===== config.mk =====
export PLATFORM = sky130hd
export DESIGN_NAME = load_queue
export DESIGN_NICKNAME = d
export VERILOG_FILES = /design/src/lq_pkg.sv /design/src/lq_issue_if.sv /design/src/load_queue.sv /design/src/lq_violation_check.sv /design/src/lq_entry_table.sv /design/src/lq_pointers.sv
export VERILOG_INCLUDE_DIRS = /design/src
export SDC_FILE = /design/constraint.sdc
export NUM_CORES = 2
export LEC_CHECK = 0
export BUFFER_PORTS_ARGS = -buffer_cell sky130_fd_sc_hd__buf_2
export CORE_ASPECT_RATIO = 2
export CORE_MARGIN = 2
export CORE_UTILIZATION = 50
export CTS_BUF_LIST = sky130_fd_sc_hd__clkbuf_4 sky130_fd_sc_hd__clkbuf_8 sky130_fd_sc_hd__clkbuf_16
export CTS_CLUSTER_DIAMETER = 80
export CTS_CLUSTER_SIZE = 8
export DETAILED_ROUTE_END_ITERATION = 10
export PLACE_DENSITY = 0.66
export SYNTH_ARGS = -nofsm -noshare
export SYNTH_HDL_FRONTEND = slang
export SYNTH_SLANG_ARGS = --single-unit

===== constraint.sdc =====
create_clock -name clk -period 8.4 [get_ports clk]
set_input_delay 0.84 -clock clk [delete_from_list [all_inputs] [get_ports clk]]
set_output_delay 0.84 -clock clk [all_outputs]
set_load 0.05 [all_outputs]

===== src/lq_config.svh =====
`ifndef LQ_CONFIG_SVH
`define LQ_CONFIG_SVH

// queue geometry
`define LQ_DEPTH    16
`define LQ_IDX_W    4

// tag and register widths
`define ROB_IDX_W   6
`define REG_IDX_W   5

// memory side
`define PADDR_W     32
`define DATA_W      32
`define BYTE_N      4
`define BYTE_OFF_W  2

// loads freed per cycle at most
`define COMMIT_W    2

`endif

===== src/lq_pkg.sv =====
`default_nettype none
`include "lq_config.svh"

package lq_pkg;

    // entry index with the wrap direction in the top bit
    typedef logic [`LQ_IDX_W:0]               lq_idx_t;
    typedef logic [`LQ_IDX_W-1:0]             lq_ptr_t;

    // rob tag is only carried along
    typedef logic [`ROB_IDX_W-1:0]            rob_idx_t;
    typedef logic [`REG_IDX_W-1:0]            reg_idx_t;

    typedef logic [`PADDR_W-1:0]              paddr_t;
    typedef logic [`DATA_W-1:0]               data_t;
    typedef logic [`BYTE_N-1:0]               byte_mask_t;

    // 0 up to COMMIT_W
    typedef logic [$clog2(`COMMIT_W+1)-1:0]   commit_cnt_t;

endpackage

`default_nettype wire


===== src/lq_issue_if.sv =====
`timescale 1ns/1ps
`default_nettype none

interface lq_issue_if import lq_pkg::*; ();

    logic       en;
    lq_ptr_t    lq_idx;
    logic       miss;
    reg_idx_t   rd;
    paddr_t     addr;
    byte_mask_t mask;
    byte_mask_t fwd_mask;
    data_t      fwd_data;

    modport src (output en, lq_idx, miss, rd, addr, mask, fwd_mask, fwd_data);

    // entry table keeps status, register and forwarded bytes
    modport tbl (input en, lq_idx, miss, rd, fwd_mask, fwd_data);

    modport check (input en, lq_idx, addr, mask);

endinterface

`default_nettype wire


===== src/load_queue.sv =====
`timescale 1ns/1ps
`default_nettype none
`include "lq_config.svh"

module load_queue
    import lq_pkg::*;
(
    input  logic        clk,
    input  logic        rst,

    input  logic        dis_en_i,
    input  rob_idx_t    dis_rob_idx_i,
    output lq_idx_t     lq_idx_o,
    output logic        full_o,

    input  logic        issue_en_i,
    input  lq_ptr_t     issue_lq_idx_i,
    input  logic        issue_miss_i,
    input  reg_idx_t    issue_rd_i,
    input  paddr_t      issue_addr_i,
    input  byte_mask_t  issue_mask_i,
    input  byte_mask_t  issue_fwd_mask_i,
    input  data_t       issue_fwd_data_i,

    input  logic        refill_en_i,
    input  lq_ptr_t     refill_lq_idx_i,
    input  data_t       refill_data_i,

    output logic        wb_valid_o,
    input  logic        wb_ready_i,
    output rob_idx_t    wb_rob_idx_o,
    output reg_idx_t    wb_rd_o,
    output data_t       wb_data_o,

    input  commit_cnt_t commit_num_i,

    input  logic        st_en_i,
    input  lq_idx_t     st_lq_idx_i,
    input  paddr_t      st_addr_i,
    input  byte_mask_t  st_mask_i,

    output logic        vio_valid_o,
    output lq_idx_t     vio_lq_idx_o,
    output rob_idx_t    vio_rob_idx_o
);

    lq_idx_t                  head;
    lq_idx_t                  tail;
    logic                     full;
    logic [`LQ_DEPTH-1:0]     entry_valid;
    rob_idx_t [`LQ_DEPTH-1:0] rob_tags;

    lq_issue_if issue_bus ();

    assign issue_bus.en       = issue_en_i;
    assign issue_bus.lq_idx   = issue_lq_idx_i;
    assign issue_bus.miss     = issue_miss_i;
    assign issue_bus.rd       = issue_rd_i;
    assign issue_bus.addr     = issue_addr_i;
    assign issue_bus.mask     = issue_mask_i;
    assign issue_bus.fwd_mask = issue_fwd_mask_i;
    assign issue_bus.fwd_data = issue_fwd_data_i;

    lq_pointers u_pointers (
        .clk          (clk),
        .rst          (rst),
        .dis_en_i     (dis_en_i),
        .commit_num_i (commit_num_i),
        .head_o       (head),
        .tail_o       (tail),
        .full_o       (full)
    );

    lq_entry_table u_entry_table (
        .clk             (clk),
        .rst             (rst),
        .issue           (issue_bus.tbl),
        .dis_en_i        (dis_en_i),
        .dis_rob_idx_i   (dis_rob_idx_i),
        .refill_en_i     (refill_en_i),
        .refill_lq_idx_i (refill_lq_idx_i),
        .refill_data_i   (refill_data_i),
        .wb_ready_i      (wb_ready_i),
        .commit_num_i    (commit_num_i),
        .tail_i          (tail),
        .head_i          (head),
        .full_i          (full),
        .entry_valid_o   (entry_valid),
        .wb_valid_o      (wb_valid_o),
        .wb_rob_idx_o    (wb_rob_idx_o),
        .wb_rd_o         (wb_rd_o),
        .wb_data_o       (wb_data_o),
        .rob_tags_o      (rob_tags)
    );

    lq_violation_check u_violation_check (
        .clk           (clk),
        .rst           (rst),
        .issue         (issue_bus.check),
        .entry_valid_i (entry_valid),
        .head_i        (head),
        .tail_i        (tail),
        .st_en_i       (st_en_i),
        .st_lq_idx_i   (st_lq_idx_i),
        .st_addr_i     (st_addr_i),
        .st_mask_i     (st_mask_i),
        .rob_tags_i    (rob_tags),
        .vio_valid_o   (vio_valid_o),
        .vio_lq_idx_o  (vio_lq_idx_o),
        .vio_rob_idx_o (vio_rob_idx_o)
    );

    // tail is the next free entry
    assign lq_idx_o = tail;
    assign full_o   = full;

endmodule

`default_nettype wire


===== src/lq_violation_check.sv =====
`timescale 1ns/1ps
`default_nettype none
`include "lq_config.svh"

module lq_violation_check
    import lq_pkg::*;
(
    input  logic                     clk,
    input  logic                     rst,
    lq_issue_if.check                issue,
    input  logic [`LQ_DEPTH-1:0]     entry_valid_i,
    input  lq_idx_t                  head_i,
    input  lq_idx_t                  tail_i,
    input  logic                     st_en_i,
    input  lq_idx_t                  st_lq_idx_i,
    input  paddr_t                   st_addr_i,
    input  byte_mask_t               st_mask_i,
    input  rob_idx_t [`LQ_DEPTH-1:0] rob_tags_i,
    output logic                     vio_valid_o,
    output lq_idx_t                  vio_lq_idx_o,
    output rob_idx_t                 vio_rob_idx_o
);

    logic [`PADDR_W-1:`BYTE_OFF_W] word_addr_q [`LQ_DEPTH];
    byte_mask_t                    mask_q      [`LQ_DEPTH];

    logic [`LQ_DEPTH-1:0] known_q;
    logic [`LQ_DEPTH-1:0] younger;
    logic [`LQ_DEPTH-1:0] overlap;
    logic [`LQ_DEPTH-1:0] hit;

    lq_idx_t  occupancy;
    lq_idx_t  st_dist;
    logic     st_in_range;
    logic     sel_found;
    lq_ptr_t  sel_dist;
    lq_ptr_t  sel_ptr;
    logic     vio_valid_q;
    lq_idx_t  vio_idx_q;
    rob_idx_t vio_rob_q;

    // address known from issue until the entry is freed
    always_ff @(posedge clk or posedge rst) begin
        if (rst) begin
            known_q <= '0;
        end else begin
            known_q <= known_q & entry_valid_i;
            if (issue.en) begin
                known_q[issue.lq_idx] <= 1'b1;
            end
        end
    end

    always_ff @(posedge clk) begin
        if (issue.en) begin
            word_addr_q[issue.lq_idx] <= issue.addr[`PADDR_W-1:`BYTE_OFF_W];
            mask_q[issue.lq_idx]      <= issue.mask;
        end
    end

    // distances from head with the direction bit included
    assign occupancy   = tail_i - head_i;
    assign st_dist     = st_lq_idx_i - head_i;
    assign st_in_range = (st_dist <= occupancy);

    for (genvar i = 0; i < `LQ_DEPTH; i++) begin : g_cmp
        lq_ptr_t ld_dist;
        assign ld_dist    = lq_ptr_t'(i) - head_i[`LQ_IDX_W-1:0];
        assign younger[i] = ({1'b0, ld_dist} >= st_dist);
        assign overlap[i] = (word_addr_q[i] == st_addr_i[`PADDR_W-1:`BYTE_OFF_W])
                          & (|(mask_q[i] & st_mask_i));
    end

    assign hit = {`LQ_DEPTH{st_en_i & st_in_range}} & entry_valid_i & known_q
               & younger & overlap;

    // walk in queue order so the first hit is the oldest
    always_comb begin
        lq_ptr_t p;
        sel_found = 1'b0;
        sel_dist  = '0;
        for (int k = 0; k < `LQ_DEPTH; k++) begin
            p = head_i[`LQ_IDX_W-1:0] + lq_ptr_t'(k);
            if (!sel_found && hit[p]) begin
                sel_found = 1'b1;
                sel_dist  = lq_ptr_t'(k);
            end
        end
    end

    assign sel_ptr = head_i[`LQ_IDX_W-1:0] + sel_dist;

    always_ff @(posedge clk or posedge rst) begin
        if (rst) begin
            vio_valid_q <= 1'b0;
        end else begin
            vio_valid_q <= sel_found;
        end
    end

    always_ff @(posedge clk) begin
        if (sel_found) begin
            vio_idx_q <= head_i + lq_idx_t'(sel_dist);
            vio_rob_q <= rob_tags_i[sel_ptr];
        end
    end

    assign vio_valid_o   = vio_valid_q;
    assign vio_lq_idx_o  = vio_idx_q;
    assign vio_rob_idx_o = vio_rob_q;

endmodule

`default_nettype wire


===== src/lq_entry_table.sv =====
`timescale 1ns/1ps
`default_nettype none
`include "lq_config.svh"

module lq_entry_table
    import lq_pkg::*;
(
    input  logic                     clk,
    input  logic                     rst,
    lq_issue_if.tbl                  issue,
    input  logic                     dis_en_i,
    input  rob_idx_t                 dis_rob_idx_i,
    input  logic                     refill_en_i,
    input  lq_ptr_t                  refill_lq_idx_i,
    input  data_t                    refill_data_i,
    input  logic                     wb_ready_i,
    input  commit_cnt_t              commit_num_i,
    input  lq_idx_t                  tail_i,
    input  lq_idx_t                  head_i,
    input  logic                     full_i,
    output logic [`LQ_DEPTH-1:0]     entry_valid_o,
    output logic                     wb_valid_o,
    output rob_idx_t                 wb_rob_idx_o,
    output reg_idx_t                 wb_rd_o,
    output data_t                    wb_data_o,
    output rob_idx_t [`LQ_DEPTH-1:0] rob_tags_o
);

    localparam int BYTE_W = `DATA_W / `BYTE_N;

    logic [`LQ_DEPTH-1:0] valid_q;
    logic [`LQ_DEPTH-1:0] addr_valid_q;
    logic [`LQ_DEPTH-1:0] miss_q;
    logic [`LQ_DEPTH-1:0] data_valid_q;
    logic [`LQ_DEPTH-1:0] returned_q;
    logic [`LQ_DEPTH-1:0] waiting;
    logic [`LQ_DEPTH-1:0] commit_clr;

    rob_idx_t [`LQ_DEPTH-1:0] rob_tag_q;
    reg_idx_t   rd_q        [`LQ_DEPTH];
    byte_mask_t fwd_mask_q  [`LQ_DEPTH];
    data_t      fwd_data_q  [`LQ_DEPTH];
    data_t      load_data_q [`LQ_DEPTH];

    lq_ptr_t tail_ptr;
    lq_ptr_t wb_idx;
    logic    dis_accept;
    logic    refill_ok;
    logic    wb_fire;
    data_t   refill_merged;

    assign tail_ptr   = tail_i[`LQ_IDX_W-1:0];
    assign dis_accept = dis_en_i & ~full_i;

    // only an outstanding miss takes refill data
    assign refill_ok = refill_en_i & valid_q[refill_lq_idx_i] & miss_q[refill_lq_idx_i]
                     & ~data_valid_q[refill_lq_idx_i];

    // forwarded store bytes win over the cache line
    always_comb begin
        for (int b = 0; b < `BYTE_N; b++) begin
            if (fwd_mask_q[refill_lq_idx_i][b]) begin
                refill_merged[b*BYTE_W +: BYTE_W] = fwd_data_q[refill_lq_idx_i][b*BYTE_W +: BYTE_W];
            end else begin
                refill_merged[b*BYTE_W +: BYTE_W] = refill_data_i[b*BYTE_W +: BYTE_W];
            end
        end
    end

    // free up to COMMIT_W entries from the head
    always_comb begin
        lq_ptr_t ptr;
        commit_clr = '0;
        for (int i = 0; i < `COMMIT_W; i++) begin
            ptr = head_i[`LQ_IDX_W-1:0] + lq_ptr_t'(i);
            if (commit_cnt_t'(i) < commit_num_i) begin
                commit_clr[ptr] = 1'b1;
            end
        end
    end

    assign waiting = valid_q & addr_valid_q & miss_q & data_valid_q & ~returned_q;

    // lowest numbered pending miss
    always_comb begin
        wb_idx = '0;
        for (int i = `LQ_DEPTH - 1; i >= 0; i--) begin
            if (waiting[i]) begin
                wb_idx = lq_ptr_t'(i);
            end
        end
    end

    assign wb_valid_o = |waiting;
    assign wb_fire    = wb_valid_o & wb_ready_i;

    always_ff @(posedge clk or posedge rst) begin
        if (rst) begin
            valid_q      <= '0;
            addr_valid_q <= '0;
            miss_q       <= '0;
            data_valid_q <= '0;
            returned_q   <= '0;
        end else begin
            valid_q <= valid_q & ~commit_clr;
            if (dis_accept) begin
                valid_q[tail_ptr]      <= 1'b1;
                addr_valid_q[tail_ptr] <= 1'b0;
                miss_q[tail_ptr]       <= 1'b0;
                data_valid_q[tail_ptr] <= 1'b0;
                returned_q[tail_ptr]   <= 1'b0;
            end
            if (issue.en) begin
                addr_valid_q[issue.lq_idx] <= 1'b1;
                miss_q[issue.lq_idx]       <= issue.miss;
                // a hit is complete at issue
                data_valid_q[issue.lq_idx] <= ~issue.miss;
                returned_q[issue.lq_idx]   <= ~issue.miss;
            end
            if (refill_ok) begin
                data_valid_q[refill_lq_idx_i] <= 1'b1;
            end
            if (wb_fire) begin
                returned_q[wb_idx] <= 1'b1;
            end
        end
    end

    always_ff @(posedge clk) begin
        if (dis_accept) begin
            rob_tag_q[tail_ptr] <= dis_rob_idx_i;
        end
        if (issue.en) begin
            rd_q[issue.lq_idx]       <= issue.rd;
            fwd_mask_q[issue.lq_idx] <= issue.fwd_mask;
            fwd_data_q[issue.lq_idx] <= issue.fwd_data;
        end
        if (refill_ok) begin
            load_data_q[refill_lq_idx_i] <= refill_merged;
        end
    end

    assign wb_rob_idx_o  = rob_tag_q[wb_idx];
    assign wb_rd_o       = rd_q[wb_idx];
    assign wb_data_o     = load_data_q[wb_idx];
    assign entry_valid_o = valid_q;
    assign rob_tags_o    = rob_tag_q;

endmodule

`default_nettype wire


===== src/lq_pointers.sv =====
`timescale 1ns/1ps
`default_nettype none
`include "lq_config.svh"

module lq_pointers
    import lq_pkg::*;
(
    input  logic        clk,
    input  logic        rst,
    input  logic        dis_en_i,
    input  commit_cnt_t commit_num_i,
    output lq_idx_t     head_o,
    output lq_idx_t     tail_o,
    output logic        full_o
);

    lq_idx_t head_q;
    lq_idx_t tail_q;
    lq_idx_t occupancy;
    logic    dis_accept;

    // depth is a power of two, so the carry into the top bit
    // flips the direction on every wrap
    assign occupancy = tail_q - head_q;

    // same index with the other direction
    assign full_o = (occupancy == lq_idx_t'(`LQ_DEPTH));

    assign dis_accept = dis_en_i & ~full_o;

    always_ff @(posedge clk or posedge rst) begin
        if (rst) begin
            head_q <= '0;
            tail_q <= '0;
        end else begin
            head_q <= head_q + lq_idx_t'(commit_num_i);
            if (dis_accept) begin
                tail_q <= tail_q + lq_idx_t'(1);
            end
        end
    end

    assign head_o = head_q;
    assign tail_o = tail_q;

endmodule

`default_nettype wire


==> summary.md <==
| Metric | Value |
|---|---|
| Status | finished clean |
| Top cells by area, synth | edfxtp_1, mux4_2, xor2_1, dfrtp_1, nand2_1 |
| Slew headroom | 9.94% |
| Initial core utilization | between 50 and 60% |
| Post-synth cell types | 66 |
| Cts hold-fix bufs | 0 |
| LEAKAGE | 32.1 nW |
| Main flop type after synthesis | edfxtp_1 |
| Post-Route WL | 248 mm |
| Crit Path Max Fanout | 25 |
| #FFs+latches synth | just under 2000 |
| VDD IR max | 0.190 mV |
| Setup Crit Path Kind | reg -> reg |
| Die Height | 570 µm |
| Worst-skew pair later-pin latency | between 0.8 and 0.9 ns |
| Pre-CTS WS | between 0.4 and 0.5 ns |
| Synth top area share | between 60% and 70% |
| Sink Count | 1926 |
| Detail Route Antenna Nets | 0 |
| Fin area | 91900 µm² |
| Root buffer cell | clkbuf_16 |
| Clock power frac | 36.4% |
| Largest net degree at the start of global routing | approximately 170 |
| Fin. max-slew vios | 0 |
| Core area | 159000 µm² |
| Post-synth ARST share | 5.56% |
| Fmax | 135 MHz |
| First-pass GRT wire length | 347 mm |
| Sw Pwr | about 8.6 mW |
| Int Power | 19.1 mW |
| Fin crit share | 88.5% |
| Max Cap Viol | 0 |
| Sw Ratio | roughly 31% |
| Clk pin slew, worst setup/hold paths | 0.05 ns |
| Die ar. | 163000 µm² |
| Critical Path Start Type | register |
| Yosys warns | 0 |
| # rows | 207 |
| Layout area overhead | 14.9% |
| Port Buf Inserts | between 200 and 250 |
| Vias in the first global route | a little under 50000 |
| Slew @ Worst Pin | 1.34 ns |
| Min Tclk post-route | 7.43 ns |
| RSZ-0062 raised after global routing | no |
| CTS tree | done |
| TritonRoute pass-1 iters | 8 |
| Hold Path Class | in -> async |
| Num ports | between 200 and 250 |
| Sequential share of the synthesized area | 71.6% |
| H-tree levels | 5 |
| Final HPWL from detailed placement | 157 mm |
| CP required | 8.93 ns |
| Total global routing overflow | 0 |
| GR Util All Layers | 30.1% |
| Leading area contributor after synthesis | edfxtp_1 |
| Synth Area per Inst | 15.8 µm² |
| Drt via density | 6.25 |
| Mapped Area | 80000 µm² |
| Total chip power | between 20 and 30 mW |
| Setup TNS | 0 ns |
| Most frequent cells in the layout | edfxtp_1, nand2_1, xor2_1 |
| Longest Clk Path Bufs | 4 |
| Power per cell area | ~300 nW/µm² |
| Syn_nets | between 5000 and 6000 |
| Placer Congestion | around 1 |
| DRC violations left | 0 |
| Critical-path top delay cell | a21oi_1 |
| Layout cell share with drive strength beyond 1 | 19.0% |
| Top cell family by delay on the critical path | compound AO/OA/AOI/OAI gates |
| Comb power frac | 22.8% |
| Fin. Hold Viols | 0 |
| Final setup viols | 0 |
| Die width | 287 µm |
| EDFF count, synth | ~1800 |
| Total number of vias | 47600 |
| Crit. End Element | register |
| Final #Nets | 5695 |
| CTS Buf Count | 282 |
| Setup ws final | 0.967 ns |
| Most common cell after layout, fill and taps aside | edfxtp_1 |
| Crit-path cells | buf_4 > inv_1 > ha_1 > a21o_1 > a21o_1 > xor2_1 > inv_1 > ha_1 > a21oi_1 > nor4_1 > a22oi_1 > mux4_2 > mux2i_1 > or2_1 > or3_1 > nor3_1 > a31o_1 > ha_1 > inv_1 > fa_1 > buf_12 > mux4_2 > mux4_2 |
| DP Area | ~84000 µm² |
| Syn Inst Count | 5061 |
| Setup Buffers After CTS | 0 |
| WP data arrival | 7.96 ns |
| Drt wl/cell | 32.5 µm |
| CP Buf/Inv Count | 5 |
| Clk_skew | 0.0556 ns |
| DR iter-0 viols | roughly 4900 |
| Antenna violations before repair | 31 |
| Max stage delay on crit path | around 0.63 ns |
| Post-CTS Resized | 0 |
| Register share of total power | between 40% and 50% |
## final timing paths
path / startpoint / to / slack (ns) / cells after the start
setup / recovery: u_pointers.head_o[1]$_DFF_PP0_ / u_violation_check.vio_rob_idx_o[3]$_DFFE_PP_ / 0.97 / 23
hold / removal: rst / u_entry_table.miss_q[15]$_DFF_PP0_ / 0.13 / 2
setup reg to reg: u_pointers.head_o[1]$_DFF_PP0_ / u_violation_check.vio_rob_idx_o[3]$_DFFE_PP_ / 0.97 / 23
hold reg to reg: u_entry_table.addr_valid_q[12]$_DFF_PP0_ / u_entry_table.addr_valid_q[12]$_DFF_PP0_ / 0.48 / 1
max in group asynchronous: rst / u_violation_check.known_q[3]$_DFF_PP0_ / 7.04 / 3
min in group clk: commit_num_i[0] / u_pointers.head_o[0]$_DFF_PP0_ / 0.37 / 2
## metrics by stage
step,utilization (%),hold WS (ns),instances
6_report,57.8,0.128,7614
5_1_grt,57.8,0.172,7595
4_1_cts,57.8,0.110,7590
3_3_place_gp,52.9,0.461,7256
2_1_floorplan,-,0.432,5061
3_5_place_dp,52.9,0.472,7256
## cell type report
type / instances / area, µm²
fillers: 12100 / 67100
flip-flops and latches: 1926 / 57300
multi-input cells: 2801 / 21700
clock buffers: 311 / 7280
well taps: 2090 / 2620
repair buffers: 365 / 2250
clock inverters: 23 / 384
inverters: 74 / 308
diodes: 24 / 60.1
## kinds of logic after synthesis
logic type / Yosys count / share of synthesized area [%]
AOI/OAI and AO/OA: 297 / 2.65
xor gates and xnor gates: 510 / 5.58
adders and majority gates: 71 / 1.15
buffers and inverters: 334 / 1.66
DFF: 1926 / 71.6
muxes: 367 / 8.29
and+or+nand+nor: 1556 / 9.07
## state kept, by name, indices dropped and copies added, names as in the netlist, 64 cells and up
name / cells
u_violation_check.mask_q: 64
u_entry_table.load_data_q: 512
u_entry_table.rd_q: 80
u_violation_check.word_addr_q: 480
u_entry_table.fwd_data_q: 512
u_entry_table.rob_tags_o: 96
u_entry_table.fwd_mask_q: 64
## Yosys cell counts, types with 3 or more instances
| cell type | number |
|---|---|
| o21ai_1 | 3 |
| fa_1 | 4 |
| a21o_1 | 19 |
| nor2b_1 | 9 |
| or3_1 | 5 |
| inv_1 | 72 |
| nand3_1 | 422 |
| buf_2 | 35 |
| nor2_1 | 82 |
| a21oi_1 | 57 |
| nand2_1 | 707 |
| dfrtp_1 | 107 |
| clkbuf_1 | 190 |
| or2_2 | 7 |
| o22a_1 | 40 |
| a211o_1 | 17 |
| xnor2_1 | 69 |
| nor3_1 | 24 |
| o221ai_1 | 19 |
| mux4_2 | 231 |
| xor2_1 | 441 |
| o32ai_1 | 3 |
| o21a_1 | 4 |
| a22oi_1 | 58 |
| buf_1 | 32 |
| nor4_1 | 144 |
| ha_1 | 67 |
| mux2i_1 | 93 |
| nor3b_1 | 9 |
| o21ai_0 | 44 |
| edfxtp_1 | 1819 |
| o31ai_1 | 6 |
| mux2_2 | 41 |
| nand4_1 | 110 |
| a211oi_1 | 8 |
| nand3b_1 | 17 |
| nand2b_1 | 10 |
## routing by layer
layer	vias up	share of wire [%]	GRT usage [%]
met4	24	8.5	21.9
met2	2401	51	52.8
met5	-	0.063	0
met3	751	7.2	5.38
li1	20000	-	-
met1	24400	33	32.6
## power groups by stage
stage | clock network [mW] | logic (mW) | registers, mW
final | 10.1 | 6.30 | 11.3
after global routing | 10.5 | 6.69 | 11.3
after CTS | 10.2 | 6.28 | 11.3
after detailed placement | 0 | 6.25 | 11.5
after global placement | 0 | 6.15 | 11.4
after floorplan | 0 | 4.11 | 11.4
No activity file was read; power rests on OpenSTA's default activity.
